**src/logic/decode_cfg.svh**
```systemverilog
// rv32i base encoding only; widths are fixed by the instruction format and must not change
`ifndef DECODE_CFG_SVH
`define DECODE_CFG_SVH

`define DECODE_XLEN   32
`define DECODE_REG_AW 5

// ----------------------------------------
// major opcodes, instruction[6:0]
// ----------------------------------------
`define OPC_LUI       7'b0110111
`define OPC_AUIPC     7'b0010111
`define OPC_JAL       7'b1101111
`define OPC_JALR      7'b1100111
`define OPC_BRANCH    7'b1100011
`define OPC_LOAD      7'b0000011
`define OPC_STORE     7'b0100011
`define OPC_ARITH_IMM 7'b0010011
`define OPC_ARITH     7'b0110011 // bit 25 set is M extension, not supported

`endif

```
**src/logic/decode_pkg.sv**
```systemverilog
// types for the decode stage; code values must match the ALU that consumes them
`include "decode_cfg.svh"

package decode_pkg;

    typedef logic [`DECODE_XLEN-1:0]   word_t;
    typedef logic [`DECODE_XLEN:0]     alu_operand_t; // extra sign bit on top
    typedef logic [`DECODE_REG_AW-1:0] reg_addr_t;
    typedef logic [2:0]                fn3_t;
    typedef logic [11:0]               ls_offset_t;
    typedef logic [2:0]                unit_mask_t;   // one-hot, see UNIT_*

    // ----------------------------------------
    // alu result select
    // ----------------------------------------
    typedef logic [1:0] alu_op_t;

    localparam alu_op_t ALU_ADD_SUB = 2'b00;
    localparam alu_op_t ALU_SLT     = 2'b01;
    localparam alu_op_t ALU_SHIFT   = 2'b10;

    // logic path select
    typedef logic [1:0] alu_logic_op_t;

    localparam alu_logic_op_t ALU_LOGIC_ADD = 2'b00;
    localparam alu_logic_op_t ALU_LOGIC_XOR = 2'b01;
    localparam alu_logic_op_t ALU_LOGIC_OR  = 2'b10;
    localparam alu_logic_op_t ALU_LOGIC_AND = 2'b11;

    // ----------------------------------------
    // bit positions in unit_mask_t
    // ----------------------------------------
    localparam int UNIT_ALU    = 0;
    localparam int UNIT_LS     = 1;
    localparam int UNIT_BRANCH = 2;

endpackage

```
**src/logic/decoded_instr_if.sv**
```systemverilog
// instruction under decode plus its register operands; valid only while the buffer presents it
`timescale 1ns/1ps

interface decoded_instr_if;

    decode_pkg::word_t instruction;
    decode_pkg::word_t pc;
    decode_pkg::word_t rs1_data;
    decode_pkg::word_t rs2_data;

    // driven by the issue controller
    modport issue (
        output instruction, pc, rs1_data, rs2_data
    );

    // operand stages only listen
    modport unit (
        input instruction, pc, rs1_data, rs2_data
    );

endinterface

```
**src/logic/alu_operand_stage.sv**
```systemverilog
// operands are only meaningful in the cycle new_request is high; no reset on payload
`timescale 1ns/1ps
`include "decode_cfg.svh"

module alu_operand_stage (
    input  logic                      clk,
    input  logic                      rst,
    decoded_instr_if.unit             bus,
    input  logic                      issue_alu,
    output logic                      new_request,
    output decode_pkg::alu_operand_t  in1,
    output decode_pkg::alu_operand_t  in2,
    output decode_pkg::word_t         shifter_in,
    output logic                      subtract,
    output logic                      arith,
    output logic                      lshift,
    output decode_pkg::alu_op_t       op,
    output decode_pkg::alu_logic_op_t logic_op
);

    decode_pkg::fn3_t          fn3;
    logic                      upper_imm; // lui or auipc
    logic                      sign_ext;
    logic                      sub_next;
    decode_pkg::word_t         rs1_sel;
    decode_pkg::word_t         rs2_sel;
    decode_pkg::word_t         rs1_reversed;
    decode_pkg::alu_op_t       op_next;
    decode_pkg::alu_logic_op_t logic_op_next;

    assign fn3       = bus.instruction[14:12];
    assign upper_imm = bus.instruction[2];
    assign sign_ext  = (fn3 != 3'b011); // sltu compares unsigned

    // ----------------------------------------
    // operand muxing
    // ----------------------------------------
    always_comb begin
        if (upper_imm) begin
            rs1_sel = bus.instruction[5] ? '0 : bus.pc; // lui : auipc
            rs2_sel = {bus.instruction[31:12], 12'b0};
        end else begin
            rs1_sel = bus.rs1_data;
            rs2_sel = bus.instruction[5] ? bus.rs2_data
                                         : decode_pkg::word_t'(signed'(bus.instruction[31:20]));
        end
    end

    assign rs1_reversed = {<<{bus.rs1_data}}; // left shift runs on the right shifter

    // sub for SUB and SLT[U][I]
    assign sub_next = ~upper_imm & ((fn3 == 3'b010) | (fn3 == 3'b011)
                    | ((fn3 == 3'b000) & bus.instruction[5] & bus.instruction[30]));

    always_comb begin
        op_next       = decode_pkg::ALU_ADD_SUB;
        logic_op_next = decode_pkg::ALU_LOGIC_ADD;
        if (!upper_imm) begin
            case (fn3)
                3'b001, 3'b101: op_next       = decode_pkg::ALU_SHIFT;
                3'b010, 3'b011: op_next       = decode_pkg::ALU_SLT;
                3'b100:         logic_op_next = decode_pkg::ALU_LOGIC_XOR;
                3'b110:         logic_op_next = decode_pkg::ALU_LOGIC_OR;
                3'b111:         logic_op_next = decode_pkg::ALU_LOGIC_AND;
                default:        op_next       = decode_pkg::ALU_ADD_SUB;
            endcase
        end
    end

    // ----------------------------------------
    // registered alu inputs
    // ----------------------------------------
    always_ff @(posedge clk) begin
        if (issue_alu) begin
            in1        <= {rs1_sel[`DECODE_XLEN-1] & sign_ext, rs1_sel};
            in2        <= {rs2_sel[`DECODE_XLEN-1] & sign_ext, rs2_sel};
            shifter_in <= fn3[2] ? bus.rs1_data : rs1_reversed;
            subtract   <= sub_next;
            arith      <= bus.rs1_data[`DECODE_XLEN-1] & bus.instruction[30]; // sra fill bit
            lshift     <= ~fn3[2];
            op         <= op_next;
            logic_op   <= logic_op_next;
        end
    end

    always_ff @(posedge clk) begin
        if (rst) begin
            new_request <= 1'b0;
        end else begin
            new_request <= issue_alu;
        end
    end

    assert property (@(posedge clk) disable iff (rst)
        !$past(rst) |-> (new_request == $past(issue_alu)))
        else $error("alu new_request not one cycle after issue");

endmodule

```
**src/logic/branch_operand_stage.sv**
```systemverilog
// covers conditional branches, jal and jalr; call/return hints are not generated
`timescale 1ns/1ps

module branch_operand_stage (
    input  logic             clk,
    input  logic             rst,
    decoded_instr_if.unit    bus,
    input  logic             issue_branch,
    output logic             new_request,
    output decode_pkg::word_t rs1,
    output decode_pkg::word_t rs2,
    output decode_pkg::word_t pc,
    output decode_pkg::fn3_t fn3,
    output logic             use_signed,
    output logic             jal,
    output logic             jalr,
    output logic             rdx0
);

    decode_pkg::fn3_t fn3_cur;
    logic             is_jump; // jal or jalr, opcode bit 2

    assign fn3_cur = bus.instruction[14:12];
    assign is_jump = bus.instruction[2];

    always_ff @(posedge clk) begin
        if (issue_branch) begin
            rs1        <= bus.rs1_data;
            rs2        <= bus.rs2_data;
            pc         <= bus.pc;
            fn3        <= fn3_cur;
            use_signed <= ~(fn3_cur[2] & fn3_cur[1]); // bltu, bgeu
            jal        <= bus.instruction[3];
            jalr       <= is_jump & ~bus.instruction[3];
            // no link written for plain branches
            rdx0       <= ~is_jump | (bus.instruction[11:7] == '0);
        end
    end

    always_ff @(posedge clk) begin
        if (rst) begin
            new_request <= 1'b0;
        end else begin
            new_request <= issue_branch;
        end
    end

endmodule

```
**src/logic/decode_top.sv**
```systemverilog
// register file and scoreboard live outside; their data and conflict flags come in as ports
`timescale 1ns/1ps

module decode_top (
    input  logic                      clk,
    input  logic                      rst,
    input  logic                      flush,
    input  logic                      valid,
    input  decode_pkg::word_t         instruction,
    input  decode_pkg::word_t         pc,
    input  decode_pkg::word_t         rs1_data,
    input  decode_pkg::word_t         rs2_data,
    input  logic                      rs1_conflict,
    input  logic                      rs2_conflict,
    input  logic                      alu_ready,
    input  logic                      ls_ready,
    input  logic                      branch_ready,
    output logic                      pop,
    output logic                      illegal_instruction,
    output decode_pkg::reg_addr_t     rs1_addr,
    output decode_pkg::reg_addr_t     rs2_addr,
    output logic                      alu_new_request,
    output decode_pkg::alu_operand_t  alu_in1,
    output decode_pkg::alu_operand_t  alu_in2,
    output decode_pkg::word_t         alu_shifter_in,
    output logic                      alu_subtract,
    output logic                      alu_arith,
    output logic                      alu_lshift,
    output decode_pkg::alu_op_t       alu_op,
    output decode_pkg::alu_logic_op_t alu_logic_op,
    output logic                      ls_new_request,
    output decode_pkg::word_t         ls_base,
    output decode_pkg::ls_offset_t    ls_offset,
    output decode_pkg::word_t         ls_store_data,
    output logic                      ls_load,
    output logic                      ls_store,
    output decode_pkg::fn3_t          ls_fn3,
    output logic                      branch_new_request,
    output decode_pkg::word_t         branch_rs1,
    output decode_pkg::word_t         branch_rs2,
    output decode_pkg::word_t         branch_pc,
    output decode_pkg::fn3_t          branch_fn3,
    output logic                      branch_use_signed,
    output logic                      branch_jal,
    output logic                      branch_jalr,
    output logic                      branch_rdx0
);

    decode_pkg::unit_mask_t issue; // one-hot strobe per stage

    decoded_instr_if bus ();

    issue_control issue_control_inst (
        .flush(flush), .valid(valid), .instruction(instruction), .pc(pc),
        .rs1_data(rs1_data), .rs2_data(rs2_data),
        .rs1_conflict(rs1_conflict), .rs2_conflict(rs2_conflict),
        .alu_ready(alu_ready), .ls_ready(ls_ready), .branch_ready(branch_ready),
        .bus(bus.issue), .issue(issue), .pop(pop),
        .illegal_instruction(illegal_instruction),
        .rs1_addr(rs1_addr), .rs2_addr(rs2_addr)
    );

    // ----------------------------------------
    // operand stages
    // ----------------------------------------
    alu_operand_stage alu_operand_stage_inst (
        .clk(clk), .rst(rst), .bus(bus.unit), .issue_alu(issue[decode_pkg::UNIT_ALU]),
        .new_request(alu_new_request), .in1(alu_in1), .in2(alu_in2),
        .shifter_in(alu_shifter_in), .subtract(alu_subtract), .arith(alu_arith),
        .lshift(alu_lshift), .op(alu_op), .logic_op(alu_logic_op)
    );

    ls_operand_stage ls_operand_stage_inst (
        .clk(clk), .rst(rst), .bus(bus.unit), .issue_ls(issue[decode_pkg::UNIT_LS]),
        .new_request(ls_new_request), .base(ls_base), .offset(ls_offset),
        .store_data(ls_store_data), .load(ls_load), .store(ls_store), .fn3(ls_fn3)
    );

    branch_operand_stage branch_operand_stage_inst (
        .clk(clk), .rst(rst), .bus(bus.unit),
        .issue_branch(issue[decode_pkg::UNIT_BRANCH]),
        .new_request(branch_new_request), .rs1(branch_rs1), .rs2(branch_rs2),
        .pc(branch_pc), .fn3(branch_fn3), .use_signed(branch_use_signed),
        .jal(branch_jal), .jalr(branch_jalr), .rdx0(branch_rdx0)
    );

endmodule

```
**src/logic/issue_control.sv**
```systemverilog
// purely combinational; conflict flags must already be settled for the current instruction
`timescale 1ns/1ps
`include "decode_cfg.svh"

module issue_control (
    input  logic                   flush,
    input  logic                   valid,
    input  decode_pkg::word_t      instruction,
    input  decode_pkg::word_t      pc,
    input  decode_pkg::word_t      rs1_data,
    input  decode_pkg::word_t      rs2_data,
    input  logic                   rs1_conflict,
    input  logic                   rs2_conflict,
    input  logic                   alu_ready,
    input  logic                   ls_ready,
    input  logic                   branch_ready,
    decoded_instr_if.issue         bus,
    output decode_pkg::unit_mask_t issue,
    output logic                   pop,
    output logic                   illegal_instruction,
    output decode_pkg::reg_addr_t  rs1_addr,
    output decode_pkg::reg_addr_t  rs2_addr
);

    decode_pkg::reg_addr_t  rd_addr;
    decode_pkg::unit_mask_t target;     // unit the opcode asks for
    decode_pkg::unit_mask_t unit_ready;
    logic                   uses_rs1;
    logic                   uses_rs2;
    logic                   uses_rd;
    logic                   operands_ready;
    logic                   issue_valid;

    assign rs1_addr = instruction[19:15];
    assign rs2_addr = instruction[24:20];
    assign rd_addr  = instruction[11:7];

    // shared bus to the operand stages
    assign bus.instruction = instruction;
    assign bus.pc          = pc;
    assign bus.rs1_data    = rs1_data;
    assign bus.rs2_data    = rs2_data;

    // ----------------------------------------
    // opcode decode
    // ----------------------------------------
    always_comb begin
        uses_rs1            = 1'b0;
        uses_rs2            = 1'b0;
        uses_rd             = 1'b0;
        target              = '0;
        illegal_instruction = 1'b0;
        case (instruction[6:0])
            `OPC_LUI, `OPC_AUIPC: begin
                uses_rd = 1'b1;
                target[decode_pkg::UNIT_ALU] = 1'b1;
            end
            `OPC_ARITH_IMM: begin
                uses_rs1 = 1'b1;
                uses_rd  = 1'b1;
                target[decode_pkg::UNIT_ALU] = 1'b1;
            end
            `OPC_ARITH: begin
                if (instruction[25]) begin
                    illegal_instruction = 1'b1; // mul/div
                end else begin
                    uses_rs1 = 1'b1;
                    uses_rs2 = 1'b1;
                    uses_rd  = 1'b1;
                    target[decode_pkg::UNIT_ALU] = 1'b1;
                end
            end
            `OPC_LOAD: begin
                uses_rs1 = 1'b1;
                uses_rd  = 1'b1;
                target[decode_pkg::UNIT_LS] = 1'b1;
            end
            `OPC_STORE: begin
                uses_rs1 = 1'b1;
                uses_rs2 = 1'b1;
                target[decode_pkg::UNIT_LS] = 1'b1;
            end
            `OPC_BRANCH: begin
                uses_rs1 = 1'b1;
                uses_rs2 = 1'b1;
                target[decode_pkg::UNIT_BRANCH] = 1'b1;
            end
            `OPC_JAL: begin
                uses_rd = 1'b1;
                target[decode_pkg::UNIT_BRANCH] = 1'b1;
            end
            `OPC_JALR: begin
                uses_rs1 = 1'b1;
                uses_rd  = 1'b1;
                target[decode_pkg::UNIT_BRANCH] = 1'b1;
            end
            default: illegal_instruction = 1'b1; // system, fence, amo and unknown
        endcase
    end

    // ----------------------------------------
    // issue gating
    // ----------------------------------------
    assign unit_ready[decode_pkg::UNIT_ALU] = alu_ready;
    assign unit_ready[decode_pkg::UNIT_LS]  = ls_ready;
    // no writeback to claim, so branch unit can take it anyway
    assign unit_ready[decode_pkg::UNIT_BRANCH] = branch_ready | ~uses_rd | (rd_addr == '0);

    assign issue_valid    = valid & ~flush;
    assign operands_ready = ~((uses_rs1 & rs1_conflict) | (uses_rs2 & rs2_conflict));

    assign issue = target & unit_ready
                 & {$bits(decode_pkg::unit_mask_t){issue_valid & operands_ready}};
    assign pop   = |issue;

    always_comb begin
        assert ($onehot0(issue)) else $error("issue strobe is not one-hot");
        assert (!(pop && illegal_instruction)) else $error("pop on an illegal instruction");
    end

endmodule

```
**src/logic/ls_operand_stage.sv**
```systemverilog
// only loads and stores reach this stage; address add is left to the load/store unit
`timescale 1ns/1ps

module ls_operand_stage (
    input  logic                   clk,
    input  logic                   rst,
    decoded_instr_if.unit          bus,
    input  logic                   issue_ls,
    output logic                   new_request,
    output decode_pkg::word_t      base,
    output decode_pkg::ls_offset_t offset,
    output decode_pkg::word_t      store_data,
    output logic                   load,
    output logic                   store,
    output decode_pkg::fn3_t       fn3
);

    logic                   is_store;
    decode_pkg::ls_offset_t offset_next;

    assign is_store = bus.instruction[5]; // store 0100011 vs load 0000011

    // s-type splits the immediate around rd
    assign offset_next = is_store ? {bus.instruction[31:25], bus.instruction[11:7]}
                                  : bus.instruction[31:20];

    always_ff @(posedge clk) begin
        if (issue_ls) begin
            base       <= bus.rs1_data;
            offset     <= offset_next;
            store_data <= bus.rs2_data;
            load       <= ~is_store;
            store      <= is_store;
            fn3        <= bus.instruction[14:12]; // width and sign
        end
    end

    always_ff @(posedge clk) begin
        if (rst) begin
            new_request <= 1'b0;
        end else begin
            new_request <= issue_ls;
        end
    end

endmodule

```
**config.mk**
```make
export PLATFORM = sky130hd
export DESIGN_NAME = decode_top
export DESIGN_NICKNAME = d
export VERILOG_FILES = /design/src/logic/decode_pkg.sv /design/src/logic/decoded_instr_if.sv /design/src/logic/alu_operand_stage.sv /design/src/logic/branch_operand_stage.sv /design/src/logic/decode_top.sv /design/src/logic/issue_control.sv /design/src/logic/ls_operand_stage.sv
export VERILOG_INCLUDE_DIRS = /design/src /design/src/logic
export SDC_FILE = /design/constraint.sdc
export NUM_CORES = 1
export LEC_CHECK = 0
export ABC_AREA = 1
export BUFFER_PORTS_ARGS = -buffer_cell sky130_fd_sc_hd__clkbuf_2
export CORE_AREA = 10 10 161 163
export CTS_BUF_LIST = sky130_fd_sc_hd__clkbuf_4 sky130_fd_sc_hd__clkbuf_8
export DETAILED_ROUTE_END_ITERATION = 7
export DIE_AREA = 0 0 171 173
export PLACE_DENSITY = 0.87
export SLEW_MARGIN = 0
export SYNTH_ARGS = -nofsm -noshare
export SYNTH_HDL_FRONTEND = slang
export SYNTH_SLANG_ARGS = --single-unit
```
**constraint.sdc**
```tcl
create_clock -name clk -period 18.1 [get_ports clk]
set_clock_uncertainty 0.1 [all_clocks]
set_input_delay 4.525 -clock clk [delete_from_list [all_inputs] [get_ports clk]]
set_output_delay 4.525 -clock clk [all_outputs]
set_load 0.03 [all_outputs]
```
==> qor.csv <==
stage;metric;value;unit
worst_setup_path;cp_max_fo;89;
detailed_routing;wl_per_cell;22.17;um
global_routing;antenna_found_initial;1;
yosys;syn_avg_cell_area;15.53;um^2
global_routing;grt_pass1_vias;7504;
yosys;synth_edf_count;289;
yosys;post_synth_num_cell_types;28;
cts;root_buffer;clkbuf_8;
timing;drv_slew;0;
worst_setup_path;crit_arrival;6.45;ns
placed_design;port_buffers;440;
worst_setup_path;cp_slowest_cell;buf_4;
timing;setup_violations;0;
floorplanning;dieHeight;173;um
detailed_routing;drc;0;
placed_design;placed_area;12940;um^2
status;status;completed;
yosys;synth_fp_nets;815;
timing;tightestPinTransition;1.108;ns
detailed_routing;dr.pass1.iters;6;
floorplanning;row_count;55;
floorplanning;core;22570;um^2
yosys;synth.area.top_cells;edfxtp_1 82%, nand2_1 4.0%, o21ai_0 3.5%;
cts;htree_num_levels;2;
final_layout;fillerInstances;1681;
power_and_ir_drop;peakVddDrop;59.90;uV
cts;path_clk_slew;0.07;ns
worst_setup_path;worst-path-buf-inv;4;
final_layout;drive_above_1_share;0.4559;
floorplanning;fp.dieArea;29580;um^2
yosys;synthTopCellsByCount;289 x edfxtp_1, 113 x nand2_1, 73 x o21ai_0, 63 x inv_1, 45 x nand3_1;
power_and_ir_drop;p_leak;5.739;nW
yosys;ys_warn_count;0;
placed_design;placed_cells;1371;
yosys;synthesis.instances;678;
final_layout;syn2layout_area_growth;31.16;%
yosys;yosysMostFrequentCell;edfxtp_1;
timing;relSlewSlack;0.2596;
cts;cts.repair.resized;0;
detailed_routing;vias;7532;
yosys;synthFlopType;edfxtp_1;
power_and_ir_drop;cellPowerDensity;97.64;nW/um^2
timing;rsz0062_at_grt;no;
cts;clk_path_buf_depth;3;
global_routing;grt_usage;0.2065;
global_routing;grt_pass1_wl;46430;um
detailed_routing;viasPerCell;5.180;
floorplanning;die_w;171;um
floorplanning;io-pin-count;441;
yosys;syn_area;10530;um^2
final_layout;fin_nets;1270;
worst_setup_path;cp_data_required_time;13.48;ns
cts;numCtsBuffers;45;
worst_setup_path;crit_path_cell_trace;buf_4 > inv_4 > nand2_2 > nor2_4 > nand3_2 > nand2_1 > nand2_1 > inv_1 > nor2_2 > nand3_1 > nand2_1 > clkbuf_2;
yosys;yosysTopAreaCell;edfxtp_1;
yosys;ys_ff_latch;292;
timing;finalCriticalPeriod;11.07;ns
min_path;hold_path.class;input port to flip-flop;
timing;timing.final.crit_share;0.6118;
timing;fin_hold_ws;4.082;ns
floorplanning;initial_core_util;0.4666;
worst_setup_path;cpPeakStageDelay;0.66;ns
timing;max_freq;0.09030;GHz
cts;cts-hold-fix-buffers;0;
placed_design;gp_congestion;0.8688;
worst_setup_path;start_kind;input port;
worst_setup_path;worstSetupPathType;input port to output port;
cts;post_cts_buffers;0;
global_routing;grt_start_max_net_pins;90;
cts;cts_sinks;292;
detailed_routing;ant_nets;0;
placed_design;dpl.hpwl;24140;um
final_layout;final_area;13810;um^2
final_layout;antennaDiodeCount;0;
job;maxCapViolations;0;
global_routing;grt_overflow_total;0;
timing;totalNegativeSetupSlack;0;ns
worst_setup_path;end_kind;output port;
detailed_routing;drtIter0Drc;808;
worst_setup_path;critical_path.most_common_cell;nand2_1;
cts;tritoncts;yes;
worst_setup_path;critical-path-top-delay-family;buffers and inverters;
yosys;yosysSeqAreaShare;0.8297;
yosys;synth_top_cell_area_share;0.8240;
timing;finalHoldViolCount;0;
final_layout;layout.cells.non_filler;1454;
detailed_routing;wl;32240;um
yosys;async_flop_share;0;
## through the flow
stage / power, W / utilization / setup slack, ns
6_report: 0.001349 / 0.6120 / 7.026
3_5_place_dp: 0.0008327 / 0.5734 / 7.005
4_1_cts: 0.001356 / 0.6120 / 7.004
3_3_place_gp: 0.0008294 / 0.5734 / 7.059
5_1_grt: 0.001392 / 0.6120 / 6.846
2_1_floorplan: 0.0007987 / - / 7.832
## cell families after synthesis
logic type	Yosys count	share of synthesized area
AOI/OAI and AO/OA	92	0.04633
buffers and inverters	102	0.04289
and+or+nand+nor	192	0.08103
DFF	292	0.8297
## cell usage in the layout (no fill, tap or decap), drive strengths merged
cell and instances:
clkinv 21, dfxtp 3, a211oi 1, nand3 47
nand2 114, nand4 2, buf 6, nor3b 1
bufinv 1, edfxtp 289, or2 1, o21ai 75
o22ai 2, clkbuf 498, nor3 8, inv 67
nor2 19, o211ai 9, a21oi 5
## power by group
group	leakage, nW	switching (W)	internal (W)
Sequential	2.56	0.000000766	0.000748
Combinational	2.71	0.0000485	0.0000224
Clock	0.469	0.000249	0.000280
Total	5.74	0.000299	0.00105
## state kept, by name, indices dropped and copies added, names as in the netlist, 2 cells and up
signal                             flops
alu_operand_stage_inst.in1            33
alu_operand_stage_inst.shifter_in     32
branch_operand_stage_inst.rs2         32
alu_operand_stage_inst.in2            33
ls_operand_stage_inst.fn3              3
branch_operand_stage_inst.rs1         32
alu_operand_stage_inst.logic_op        2
ls_operand_stage_inst.store_data      32
branch_operand_stage_inst.fn3          3
ls_operand_stage_inst.base            32
alu_operand_stage_inst.op              2
branch_operand_stage_inst.pc          32
ls_operand_stage_inst.offset          12
## area by class of cell
type | count | area, um^2 | share of cell area
Clock buffer | 59 | 730.7 | 0.05290
Multi-Input combinational cell | 284 | 1356 | 0.09819
Timing Repair Buffer | 445 | 2242 | 0.1623
Inverter | 65 | 249.0 | 0.01803
Tap cell | 285 | 356.6 | 0.02582
Sequential cell | 292 | 8738 | 0.6326
Clock inverter | 24 | 140.1 | 0.01014
## final timing paths
path,from,end,slack (ns),cells after the start
setup / recovery,instruction[2],pop,7.03,12
hold / removal,pc[3],branch_operand_stage_inst.pc[3],4.08,1
## layer usage
layer	global-route usage	wire [um]	share of wire	vias to the layer above
li1	-	-	-	3351
met3	0.05602	3180	0.099	66
met1	0.2260	10930	0.34	3633
met5	0	13	0.00040	-
met2	0.3705	17190	0.53	480
met4	0.07684	926	0.029	2
Power figures use the tool's default switching activity.
